$ cat config.mk
export PLATFORM = sky130hd
export DESIGN_NAME = pagerank_arbiter_top
export DESIGN_NICKNAME = d
export VERILOG_FILES = /design/src/arbiter_pkg.sv /design/src/arbiter_ctrl_fsm.sv /design/src/burst_cmd_fifo.sv /design/src/pagerank_arbiter_top.sv /design/src/read_cmd_arbiter.sv /design/src/read_resp_router.sv /design/src/vertex_done_sum.sv
export VERILOG_INCLUDE_DIRS = /design/src
export SDC_FILE = /design/constraint.sdc
export NUM_CORES = 1
export LEC_CHECK = 0
export BUFFER_PORTS_ARGS = -buffer_cell sky130_fd_sc_hd__buf_2
export CORE_UTILIZATION = 55
export DETAILED_ROUTE_END_ITERATION = 7
export PLACE_DENSITY = 0.88
export SKIP_LAST_GASP = 1
export SLEW_MARGIN = 20
export SYNTH_ARGS = -nofsm -noshare
export SYNTH_HDL_FRONTEND = slang
export SYNTH_SLANG_ARGS = --single-unit
$ cat constraint.sdc
create_clock -name clock -period 9.7 [get_ports clock]
set_input_delay 1.94 -clock clock [delete_from_list [all_inputs] [get_ports clock]]
set_output_delay 1.94 -clock clock [all_outputs]
set_load 0.02 [all_outputs]
$ cat src/arbiter_consts.svh
// Arbiter shared constants

`ifndef ARBITER_CONSTS_SVH
`define ARBITER_CONSTS_SVH

// Compute unit count and id width
`define NUM_CU 4
`define CU_ID_BITS 2

// Memory side widths
`define ADDR_BITS 32
`define DATA_BITS 32

// Burst command buffer entries, power of two
`define CMD_FIFO_DEPTH 8

// Per-CU vertex counter width
`define COUNT_BITS 16

`endif

$ cat src/arbiter_pkg.sv
// Arbiter types

`default_nettype none

`include "arbiter_consts.svh"

package arbiter_pkg;

	// Read command from a CU, id stamped by the arbiter
	typedef struct packed {
		logic [`CU_ID_BITS-1:0] id;
		logic [`ADDR_BITS-1:0]  addr;
		logic [3:0]             burst_size;
	} read_cmd_t;

	// Memory response routed back by id
	typedef struct packed {
		logic [`CU_ID_BITS-1:0] id;
		logic [`DATA_BITS-1:0]  data;
	} read_resp_t;

	// Configuration word, mode flags are carried only
	typedef struct packed {
		logic [31:0] mode_flags;
		logic [31:0] active_cu_count;
	} cu_config_t;

	typedef enum logic [1:0] {IDLE, CONFIG, RUN} ctrl_state_t;

endpackage

`default_nettype wire

$ cat src/arbiter_ctrl_fsm.sv
// Start-up controller

`default_nettype none

`include "arbiter_consts.svh"

module arbiter_ctrl_fsm
	import arbiter_pkg::*;
(
	input  logic               clock,
	input  logic               rstn,
	input  logic               enabled_in,
	input  cu_config_t         cu_config,
	output logic [`NUM_CU-1:0] cu_enable,
	output logic               enabled
);

	ctrl_state_t        state;
	cu_config_t         config_q;
	logic               config_nz;
	logic [`NUM_CU-1:0] mask;

	assign config_nz = (cu_config.active_cu_count != '0);

	// Thermometer mask from the latched count
	always_comb begin
		for (int i = 0; i < `NUM_CU; i++) begin
			mask[i] = (32'(i) < config_q.active_cu_count);
		end
	end

	//////////////////////////////
	// State and enable register
	//////////////////////////////

	always_ff @(posedge clock or negedge rstn) begin
		if (!rstn) begin
			enabled   <= 1'b0;
			state     <= IDLE;
			config_q  <= '0;
			cu_enable <= '0;
		end else begin
			enabled   <= enabled_in;
			cu_enable <= (state == RUN && enabled) ? mask : '0;
			case (state)
				IDLE: begin
					if (enabled && config_nz) begin
						config_q <= cu_config;
						state    <= CONFIG;
					end
				end
				CONFIG: begin
					state <= enabled ? RUN : IDLE;
				end
				RUN: begin
					if (!enabled) begin
						state <= IDLE;
					end else if (config_nz) begin
						// Reconfigure on the fly, mask follows next cycle
						config_q <= cu_config;
					end
				end
				default: begin
					state <= IDLE;
				end
			endcase
		end
	end

endmodule

`default_nettype wire

$ cat src/burst_cmd_fifo.sv
// Burst command buffer

`default_nettype none

`include "arbiter_consts.svh"

module burst_cmd_fifo
	import arbiter_pkg::*;
#(
	parameter int DEPTH = `CMD_FIFO_DEPTH
) (
	input  logic      clock,
	input  logic      rstn,
	input  logic      push,
	input  read_cmd_t push_cmd,
	input  logic      pop_ready,
	output logic      full,
	output logic      head_valid,
	output read_cmd_t head_cmd
);

	localparam int PTR_BITS = $clog2(DEPTH);
	localparam int CNT_BITS = PTR_BITS + 1;

	read_cmd_t           mem [DEPTH];
	logic [PTR_BITS-1:0] wr_ptr;
	logic [PTR_BITS-1:0] rd_ptr;
	logic [CNT_BITS-1:0] count;
	logic                do_push;
	logic                do_pop;

	assign full       = (count == CNT_BITS'(DEPTH));
	assign head_valid = (count != '0);
	// Show-ahead head entry
	assign head_cmd   = mem[rd_ptr];

	assign do_push = push && !full;
	assign do_pop  = pop_ready && head_valid;

	always_ff @(posedge clock) begin
		if (do_push) begin
			mem[wr_ptr] <= push_cmd;
		end
	end

	// Pointers wrap on their own width
	always_ff @(posedge clock or negedge rstn) begin
		if (!rstn) begin
			wr_ptr <= '0;
			rd_ptr <= '0;
			count  <= '0;
		end else begin
			if (do_push) begin
				wr_ptr <= wr_ptr + 1'b1;
			end
			if (do_pop) begin
				rd_ptr <= rd_ptr + 1'b1;
			end
			case ({do_push, do_pop})
				2'b10:   count <= count + 1'b1;
				2'b01:   count <= count - 1'b1;
				default: count <= count;
			endcase
		end
	end

endmodule

`default_nettype wire

$ cat src/pagerank_arbiter_top.sv
// PageRank read arbiter top

`default_nettype none

`include "arbiter_consts.svh"

module pagerank_arbiter_top
	import arbiter_pkg::*;
(
	input  logic                   clock,
	input  logic                   rstn,

	// Start-up control
	input  logic                   enabled_in,
	input  cu_config_t             cu_config,
	output logic [`NUM_CU-1:0]     cu_enable,

	// CU read commands
	input  read_cmd_t              cu_cmd [`NUM_CU],
	input  logic [`NUM_CU-1:0]     cu_cmd_valid,
	output logic [`NUM_CU-1:0]     cu_cmd_ready,

	// Memory command port
	output read_cmd_t              mem_cmd,
	output logic                   mem_cmd_valid,
	input  logic                   mem_cmd_ready,

	// Memory responses and per-CU copies
	input  read_resp_t             mem_resp,
	input  logic                   mem_resp_valid,
	output read_resp_t             cu_resp [`NUM_CU],
	output logic [`NUM_CU-1:0]     cu_resp_valid,

	// Done counters
	input  logic [`COUNT_BITS-1:0] cu_vertex_count [`NUM_CU],
	output logic [`COUNT_BITS-1:0] vertex_done_total
);

	logic      enabled;
	logic      full;
	logic      push;
	read_cmd_t push_cmd;

	//////////////////////////////
	// Control
	//////////////////////////////

	arbiter_ctrl_fsm arbiter_ctrl_fsm_inst (
		.clock      (clock),
		.rstn       (rstn),
		.enabled_in (enabled_in),
		.cu_config  (cu_config),
		.cu_enable  (cu_enable),
		.enabled    (enabled)
	);

	//////////////////////////////
	// Command path
	//////////////////////////////

	read_cmd_arbiter read_cmd_arbiter_inst (
		.clock        (clock),
		.rstn         (rstn),
		.enabled      (enabled),
		.cu_enable    (cu_enable),
		.cu_cmd       (cu_cmd),
		.cu_cmd_valid (cu_cmd_valid),
		.full         (full),
		.cu_cmd_ready (cu_cmd_ready),
		.push         (push),
		.push_cmd     (push_cmd)
	);

	burst_cmd_fifo #(
		.DEPTH (`CMD_FIFO_DEPTH)
	) burst_cmd_fifo_inst (
		.clock      (clock),
		.rstn       (rstn),
		.push       (push),
		.push_cmd   (push_cmd),
		.pop_ready  (mem_cmd_ready),
		.full       (full),
		.head_valid (mem_cmd_valid),
		.head_cmd   (mem_cmd)
	);

	//////////////////////////////
	// Response path and done sum
	//////////////////////////////

	read_resp_router read_resp_router_inst (
		.clock          (clock),
		.rstn           (rstn),
		.enabled        (enabled),
		.mem_resp       (mem_resp),
		.mem_resp_valid (mem_resp_valid),
		.cu_resp        (cu_resp),
		.cu_resp_valid  (cu_resp_valid)
	);

	vertex_done_sum vertex_done_sum_inst (
		.clock             (clock),
		.rstn              (rstn),
		.cu_vertex_count   (cu_vertex_count),
		.vertex_done_total (vertex_done_total)
	);

endmodule

`default_nettype wire

$ cat src/read_cmd_arbiter.sv
// Round-robin read command arbiter

`default_nettype none

`include "arbiter_consts.svh"

module read_cmd_arbiter
	import arbiter_pkg::*;
(
	input  logic               clock,
	input  logic               rstn,
	input  logic               enabled,
	input  logic [`NUM_CU-1:0] cu_enable,
	input  read_cmd_t          cu_cmd [`NUM_CU],
	input  logic [`NUM_CU-1:0] cu_cmd_valid,
	input  logic               full,
	output logic [`NUM_CU-1:0] cu_cmd_ready,
	output logic               push,
	output read_cmd_t          push_cmd
);

	logic [`NUM_CU-1:0]     request;
	logic [`CU_ID_BITS-1:0] last_winner;
	logic [`CU_ID_BITS-1:0] winner;
	logic                   found;
	logic                   grant_ok;

	// Only enabled CUs take part
	assign request = enabled ? (cu_cmd_valid & cu_enable) : '0;

	//////////////////////////////
	// Wrapping priority search
	//////////////////////////////

	// Start just past the last winner
	always_comb begin
		winner = last_winner;
		found  = 1'b0;
		for (int off = 1; off <= `NUM_CU; off++) begin
			if (!found && request[(int'(last_winner) + off) % `NUM_CU]) begin
				winner = `CU_ID_BITS'((int'(last_winner) + off) % `NUM_CU);
				found  = 1'b1;
			end
		end
	end

	// Hold off while the buffer is full
	assign grant_ok = found && !full;
	assign push     = grant_ok;

	always_comb begin
		cu_cmd_ready = '0;
		if (grant_ok) begin
			cu_cmd_ready[winner] = 1'b1;
		end
	end

	// Stamp the winner's index over the incoming id
	always_comb begin
		push_cmd    = cu_cmd[winner];
		push_cmd.id = winner;
	end

	// Last winner, CU 0 goes first after reset
	always_ff @(posedge clock or negedge rstn) begin
		if (!rstn) begin
			last_winner <= `CU_ID_BITS'(`NUM_CU - 1);
		end else if (push) begin
			last_winner <= winner;
		end
	end

endmodule

`default_nettype wire

$ cat src/read_resp_router.sv
// Read response router

`default_nettype none

`include "arbiter_consts.svh"

module read_resp_router
	import arbiter_pkg::*;
(
	input  logic               clock,
	input  logic               rstn,
	input  logic               enabled,
	input  read_resp_t         mem_resp,
	input  logic               mem_resp_valid,
	output read_resp_t         cu_resp [`NUM_CU],
	output logic [`NUM_CU-1:0] cu_resp_valid
);

	logic [`NUM_CU-1:0] resp_sel;

	// One-hot decode of the response id
	always_comb begin
		for (int i = 0; i < `NUM_CU; i++) begin
			resp_sel[i] = enabled && mem_resp_valid && (mem_resp.id == `CU_ID_BITS'(i));
		end
	end

	always_ff @(posedge clock or negedge rstn) begin
		if (!rstn) begin
			cu_resp_valid <= '0;
		end else begin
			cu_resp_valid <= resp_sel;
		end
	end

	// Only the selected slot takes the payload
	always_ff @(posedge clock) begin
		for (int i = 0; i < `NUM_CU; i++) begin
			if (resp_sel[i]) begin
				cu_resp[i] <= mem_resp;
			end
		end
	end

endmodule

`default_nettype wire

$ cat src/vertex_done_sum.sv
// Vertex done summation

`default_nettype none

`include "arbiter_consts.svh"

module vertex_done_sum (
	input  logic                   clock,
	input  logic                   rstn,
	input  logic [`COUNT_BITS-1:0] cu_vertex_count [`NUM_CU],
	output logic [`COUNT_BITS-1:0] vertex_done_total
);

	logic [`COUNT_BITS-1:0] count_q [`NUM_CU];
	logic [`COUNT_BITS-1:0] sum;

	// Stage one, sample the counters
	always_ff @(posedge clock or negedge rstn) begin
		if (!rstn) begin
			count_q <= '{default: '0};
		end else begin
			count_q <= cu_vertex_count;
		end
	end

	// Wraps at the counter width
	always_comb begin
		sum = '0;
		for (int i = 0; i < `NUM_CU; i++) begin
			sum = sum + count_q[i];
		end
	end

	// Stage two, register the total
	always_ff @(posedge clock or negedge rstn) begin
		if (!rstn) begin
			vertex_done_total <= '0;
		end else begin
			vertex_done_total <= sum;
		end
	end

endmodule

`default_nettype wire
Word level (Yosys, flattened, before mapping)
Memories as Yosys holds them, arrays and structs flattened.
Index checks and enable logic that the tools add are counted.
{"block": "word_totals", "ramBits": 304, "latchBits": 0, "n_memories": 1, "word_cells": 132, "register_bits": 271, "input_bits": 323, "mem_bits_ro": 0}
{"memory": "burst_cmd_fifo_inst.mem", "depth": 8, "width": 38, "rd": 1, "rd_ports_with_merged_regs": 0, "wr": 1, "line": "burst_cmd_fifo.sv:25", "rtl": "read_cmd_t mem [DEPTH];"}
{"block": "classes", "n_reduce_logical": 30, "add_sub_neg": 11, "mux": 39, "n_bitwise": 6, "div_mod_pow": 0, "mul": 0, "n_lt_le_gt_ge": 11, "eq_ne": 12, "shifts": 0}
{"cell": "$mux 32", "count": 3}
{"cell": "$bmux 38 s2", "count": 1}
{"cell": "$mux 36", "count": 2}
{"cell": "$lt 1x32->1 const A", "count": 2}
{"cell": "$lt 2x32->1 const A", "count": 2}
{"cell": "$pmux 32 s2", "count": 1}
{"cell": "$add 16x16->16", "count": 3}
{"cell": "$reduce_bool 32->1", "count": 1}
{"cell": "$lt 3x4->1 const B", "count": 4}
{"cell": "$mux 1", "count": 15}
{"cell": "$logic_and 1x1->1", "count": 14}
{"cell": "$mux 2", "count": 7}
{"cell": "$mux 4", "count": 3}
{"cell": "$bmux 1 s2", "count": 4}
{"cell": "$eq 2x2->1 const B", "count": 4}
{"cell": "$pmux 4 s2", "count": 1}
{"cell": "$reduce_or 2->1", "count": 4}
{"cell": "$add 3x1->3 const B", "count": 2}
{"cell": "$eq 2x1->1 const B", "count": 3}
{"cell": "$ne 2x1->1 const B", "count": 3}
{"cell": "$pmux 2 s3", "count": 1}
{"cell": "$add 2x1->2 const B", "count": 2}
{"cell": "$add 2x2->2 const B", "count": 2}
{"cell": "$add 4x1->4 const B", "count": 1}
{"cell": "other kinds (16)", "count": 24}

Logic depth before layout (Yosys ltp)
{"block": "depth", "depth_word": 21, "depth_mapped": 11, "ltp_nobuf": 11}

Cells and area by module
Synthesis repeated with hierarchy kept, for this count alone.
{"block": "unflattened", "hier_cells": 1187, "hier_area_um2": 23020.8}
{"mod": "burst_cmd_fifo", "instances": 1, "area_per_inst_um2": 12228.0, "cells_each": 504, "seq_area_each_um2": 9379.0}
{"mod": "read_resp_router", "instances": 1, "area_per_inst_um2": 4229.1, "cells_each": 144, "seq_area_each_um2": 4184.0}
{"mod": "vertex_done_sum", "instances": 1, "area_per_inst_um2": 3527.1, "cells_each": 271, "seq_area_each_um2": 2001.9}
{"mod": "arbiter_ctrl_fsm", "instances": 1, "area_per_inst_um2": 1571.5, "cells_each": 108, "seq_area_each_um2": 975.9}
{"mod": "read_cmd_arbiter", "instances": 1, "area_per_inst_um2": 1465.2, "cells_each": 160, "seq_area_each_um2": 52.6}

Worst setup path after synthesis
No wires, ideal clock.
{"block": "synth_timing", "kind": "input to register", "startpoint": "input port cu_cmd_valid[0]", "endpoint": "memory burst_cmd_fifo_inst.mem[2][0] (netlist bit), enable pin", "path_buffers": 1, "t_arrival_ps": 6442, "path_slack_ps": 2717, "path_stages": 5, "setup_time_ps": 542, "cell_sequence": "nand2_1 -> nand4_1 -> nand3_1 -> clkbuf_1 -> nor4b_1"}
{"block": "synth_via", "elab_chain_len": 19}
{"item": "start, declared", "line": "pagerank_arbiter_top.sv:20", "rtl": "input logic [`NUM_CU-1:0] cu_cmd_valid,"}
{"item": "$and 4x4->4 (*)", "line": "read_cmd_arbiter.sv:29", "rtl": "assign request = enabled ? (cu_cmd_valid & cu_enable) : '0;"}
{"item": "$mux 4 (*)", "line": "read_cmd_arbiter.sv:29"}
{"item": "$bmux 1 s2", "line": "read_cmd_arbiter.sv:40", "rtl": "if (!found && request[(int'(last_winner) + off) % `NUM_CU]) begin"}
{"item": "$mux 1 (3 in series)", "line": "read_cmd_arbiter.sv:40"}
{"item": "$logic_not 1->1", "line": "read_cmd_arbiter.sv:40"}
{"item": "$logic_and 1x1->1", "line": "read_cmd_arbiter.sv:40"}
{"item": "$mux 1", "line": "read_cmd_arbiter.sv:40"}
{"item": "$logic_not 1->1", "line": "read_cmd_arbiter.sv:40"}
{"item": "$logic_and 1x1->1", "line": "read_cmd_arbiter.sv:40"}
{"item": "$mux 1", "line": "read_cmd_arbiter.sv:40"}
{"item": "$logic_not 1->1", "line": "read_cmd_arbiter.sv:40"}
{"item": "$logic_and 1x1->1", "line": "read_cmd_arbiter.sv:40"}
{"item": "$mux 1 (*)", "line": "read_cmd_arbiter.sv:40"}
{"item": "$logic_and 1x1->1 (*)", "line": "read_cmd_arbiter.sv:48", "rtl": "assign grant_ok = found && !full;"}
{"item": "$logic_and 1x1->1 (*)", "line": "burst_cmd_fifo.sv:37", "rtl": "assign do_push = push && !full;"}
{"item": "$mux 1 (*)", "line": "burst_cmd_fifo.sv:41", "rtl": "if (do_push) begin"}
{"item": "$mux 1 (not written as such) (*)", "line": "burst_cmd_fifo.sv:42", "rtl": "mem[wr_ptr] <= push_cmd;"}
{"item": "end, declared", "line": "burst_cmd_fifo.sv:25"}
Mark *: on every way between the ends. The rest lies on a longest branch, timed or not. The select of a mux whose other input is x is not followed.

Worst setup path in the final report
{"block": "layout_timing", "startpoint": "input port cu_cmd_valid[1]", "endpoint": "output port cu_cmd_ready[1]"}
{"block": "layout_via", "elab_chain_len": 20}
{"item": "$and 4x4->4 (*)", "line": "read_cmd_arbiter.sv:29"}
{"item": "$mux 4 (*)", "line": "read_cmd_arbiter.sv:29"}
{"item": "$bmux 1 s2", "line": "read_cmd_arbiter.sv:40"}
{"item": "$mux 1 (3 in series)", "line": "read_cmd_arbiter.sv:40"}
{"item": "$logic_not 1->1", "line": "read_cmd_arbiter.sv:40"}
{"item": "$logic_and 1x1->1", "line": "read_cmd_arbiter.sv:40"}
{"item": "$mux 1", "line": "read_cmd_arbiter.sv:40"}
{"item": "$logic_not 1->1", "line": "read_cmd_arbiter.sv:40"}
{"item": "(+2 left out)"}
{"item": "$logic_not 1->1", "line": "read_cmd_arbiter.sv:40"}
{"item": "$logic_and 1x1->1", "line": "read_cmd_arbiter.sv:40"}
{"item": "$mux 2", "line": "read_cmd_arbiter.sv:40"}
{"item": "$lt 2x3->1 (not written as such) or $ge 2x1->1 (tied branches)", "line": "read_cmd_arbiter.sv:54", "rtl": "cu_cmd_ready[winner] = 1'b1;"}
{"item": "$logic_and 1x1->1 (not written as such)", "line": "read_cmd_arbiter.sv:54"}
{"item": "$mux 1 (not written as such)", "line": "read_cmd_arbiter.sv:54"}
{"item": "$demux 1 s2"}
{"item": "$mux 4 (*)", "line": "read_cmd_arbiter.sv:53", "rtl": "if (grant_ok) begin"}
{"item": "end, declared", "line": "pagerank_arbiter_top.sv:21", "rtl": "output logic [`NUM_CU-1:0] cu_cmd_ready,"}
Marked as above.

==> impl_results.md <==
* Avg Inst Size Synth at between 15 and 20 µm²
* Gate Count Post-Synth at 1148
* Setup Skew at roughly 18 ps
* WL met3 at around 4800 µm
* Die ar. at roughly 42000 µm²
* Max clock buf depth at 3
* Vias per Instance at 5.597
* Setup TNS Final at 0 ps
* Clock Tree Root: clkbuf_16
* Vias in the first global route at approximately 13k
* HP Class: flip-flop to flip-flop
* Gr ovfl total at 0
* Top fanout value on the critical path at 49
* Skew-Pair Late Insertion Delay at 590 ps
* Max Slew Vio Count at 0
* Clock buffers created by TritonCTS at between 50 and 60
* Synth top area share at 58.40%
* Register bit count reported by yosys at 575
* First-pass GRT wire length at 77850 µm
* Clk slew on worst S/H paths at 60 ps
* Met2 WL at 27820 µm
* Worst-Margin Slew at ~960 ps
* Nets at 2043
* Seq/Total Area, Yosys at 73.34%
* Core Footprint at between 40000 and 50000 µm²
* PortBufs at between 400 and 500
* Top cells by count, synth: edfxtp_1, dfrtp_1, mux2i_1, mux4_2, inv_1
* Unique masters post-synth at 50
* IO Pins at 526
* Synth warnings at 0
* WL final at between 50000 and 60000 µm
* Startpoint Class: input pin
* FILL cells at around 2.6k
* Worst Setup SP: cu_cmd_valid[1]
* Area grow syn2layout at 21.14%
* Ranking of synthesized cells by area: edfxtp_1, dfrtp_1, mux4_2
* Peak supply drop at 0.1811 mV
* Status: finished, final reports clean
* Highest clock rate at 176.3 MHz
* Arrival time at the worst endpoint at 3730 ps
* Setup ws final at 4026 ps
* # resized after CTS at 0
* Largest net degree at the start of global routing at 84
* Net Count, Synth at around 1.5k
* Total Power at around 0.0069 W
* Max layer used: met5
* Antenna viol nets, final at 0
* Worst Hold Launch: arbiter_ctrl_fsm_inst.state[1]$_DFFE_PN0P_
* Hold_buf cts at 0
* Initial antenna violation count at 17
* Die width at 204.8 µm
* Starting density of the core at 56.30%
* Die Y at 204.8 µm
* Total global routing track utilization at about a quarter
* CTS sink cnt at 575
* CP Data Required Time at just under 8000 ps
* EDFF count, synth at 440
* Relative slew slack at 35.86%
* Worst r2r src: arbiter_ctrl_fsm_inst.enabled$_DFF_PN0_
* CTS tree: built
* Met1 wire length at 19240 µm
* DRC at 0
* Hold Violations, Final at 0
* Asr flop ratio synth at between 20% and 30%
* Leading area contributor after synthesis: edfxtp_1
* DR vias at approximately 13k
* Pwr per Cell Area at 250.4 nW/µm²
* Tcrit/Tclk final at between 50% and 60%
* GPL Wtd Cong at 0.9130
* Top-count cell post-synth: edfxtp_1
* H-tree Lvls at 2
* First-pass DRT Iterations at 5
* DRT iter0 DRCs at 769
* Static Leak at ~11 nW
* Crit path kind: input pin to output pin
* Crit path time final at approximately 5700 ps
* Post-CTS Setup Bufs at 0
* RSZ-0062 raised after global routing: false
* Setup violators final at 0
* Max-cap check violation count at 0
* Synthesized area at 22620 µm²
* Pre-CTS setup slack at a little over 4000 ps
* Share of cells above drive strength 1 at 42.42%
* CP endpoint kind: output pin
* Ys flop type: edfxtp_1
* Post-DP HPWL at 35250 µm
* FP Rows at 73
* Routed len/inst at around 24 µm
==> cells by family (layout without fill, tap and decap cells) <==
family	after synthesis	count (layout)	share of synthesized area [%]
compound gates	41	41	1.261
xor+xnor	27	27	1.045
fa+ha+maj	51	51	3.849
buf+inv	110	676	2.500
flops	575	575	73.34
mux	256	256	15.92
other cells	0	10	0
simple gates	88	88	2.079
==> final timing paths <==
| path | slack, ps | end | depth (start not counted) |
|---|---|---|---|
| worst min-delay path | 480 | arbiter_ctrl_fsm_inst.state[0]$_DFFE_PN0P_ | 1 |
| min in group asynchronous | 1290 | arbiter_ctrl_fsm_inst.config_q[16]$_DFFE_PN0P_ | 1 |
| worst max-delay path | 4030 | cu_cmd_ready[1] | 9 |
| worst min register to register | 480 | arbiter_ctrl_fsm_inst.state[0]$_DFFE_PN0P_ | 1 |
| worst max register to register | 6210 | burst_cmd_fifo_inst.mem[2][9]$_DFFE_PP_ | 6 |
| max in group asynchronous | 7330 | vertex_done_sum_inst.count_q[56]$_DFF_PN0_ | 2 |
==> sequential cells by signal, summed over array words and instances (netlist names) <==
register	cells
arbiter_ctrl_fsm_inst.config_q	32
arbiter_ctrl_fsm_inst.cu_enable	4
arbiter_ctrl_fsm_inst.enabled	1
arbiter_ctrl_fsm_inst.state	2
burst_cmd_fifo_inst.count	4
burst_cmd_fifo_inst.mem	304
burst_cmd_fifo_inst.rd_ptr	3
burst_cmd_fifo_inst.wr_ptr	3
read_cmd_arbiter_inst.last_winner	2
read_resp_router_inst.cu_resp	136
read_resp_router_inst.cu_resp_valid	4
vertex_done_sum_inst.count_q	64
vertex_done_sum_inst.vertex_done_total	16
==> metal layers <==
metal	vias to the layer above	global-route usage [%]
met2	573	44.98
met3	93	6.507
met1	6430	31.35
li1	5481	-
met5	-	0
met4	10	7.170
==> per-stage QoR <==
| step | util, % | cell area [µm²] | instances | hold WS [ps] |
|---|---|---|---|---|
| after floorplan | - | 22620 | 1148 | 444.7 |
| after detailed placement | 63.81 | 25650 | 2137 | 474.8 |
| after global placement | 63.81 | 25650 | 2137 | 469.1 |
| after CTS | 68.07 | 27360 | 2238 | 483.0 |
| final | 68.20 | 27410 | 2249 | 476.1 |
| after global routing | 68.15 | 27390 | 2241 | 507.5 |
==> cell type report <==
type / instances / area (µm²) / share of cell area [%]
Antenna cell: 10 / 25.02 / 0.09130
Clock buffer: 70 / 1445 / 5.273
Clock inverter: 31 / 265.3 / 0.9678
Inverter: 68 / 255.2 / 0.9313
Multi-Input combinational cell: 463 / 5540 / 20.21
Sequential cell: 575 / 16600 / 60.58
Tap cell: 525 / 656.9 / 2.397
Timing Repair Buffer: 507 / 2615 / 9.541
==> layout by cell type, fill, tap and decap left out, types with 3 or more instances in the layout <==
cell,n
a211oi_1,3
a21o_1,4
a21oi_1,13
buf_2,484
buf_4,20
bufinv_16,4
clkbuf_1,12
clkbuf_16,54
clkbuf_8,3
clkinv_1,11
clkinv_2,11
dfrtp_1,130
dfrtp_4,3
diode_2,10
edfxtp_1,440
fa_1,31
ha_1,20
inv_1,68
mux2_1,28
mux2_2,43
mux2i_1,109
mux4_2,76
nand2_1,26
nand3_1,6
nand4_1,5
nor2_1,10
nor2b_1,5
nor3_2,3
nor3b_2,6
nor4_1,16
o21ai_1,4
o21bai_1,3
xnor2_1,20
xor2_1,7
==> critical path, cell delays in order <==
cell and delay (ps):
buf_2 80, nand2_2 80, nor2_1 100, a31oi_1 50
o22ai_1 190, a221o_2 170, buf_4 620, nor3b_2 280
buf_2 180
==> power breakdown <==
group	internal, W	total, W	switching (W)
logic	0.000791	0.00170	0.000910
registers	0.00291	0.00313	0.000225
clock network	0.00116	0.00203	0.000875
(Power assumes the default switching activity.)
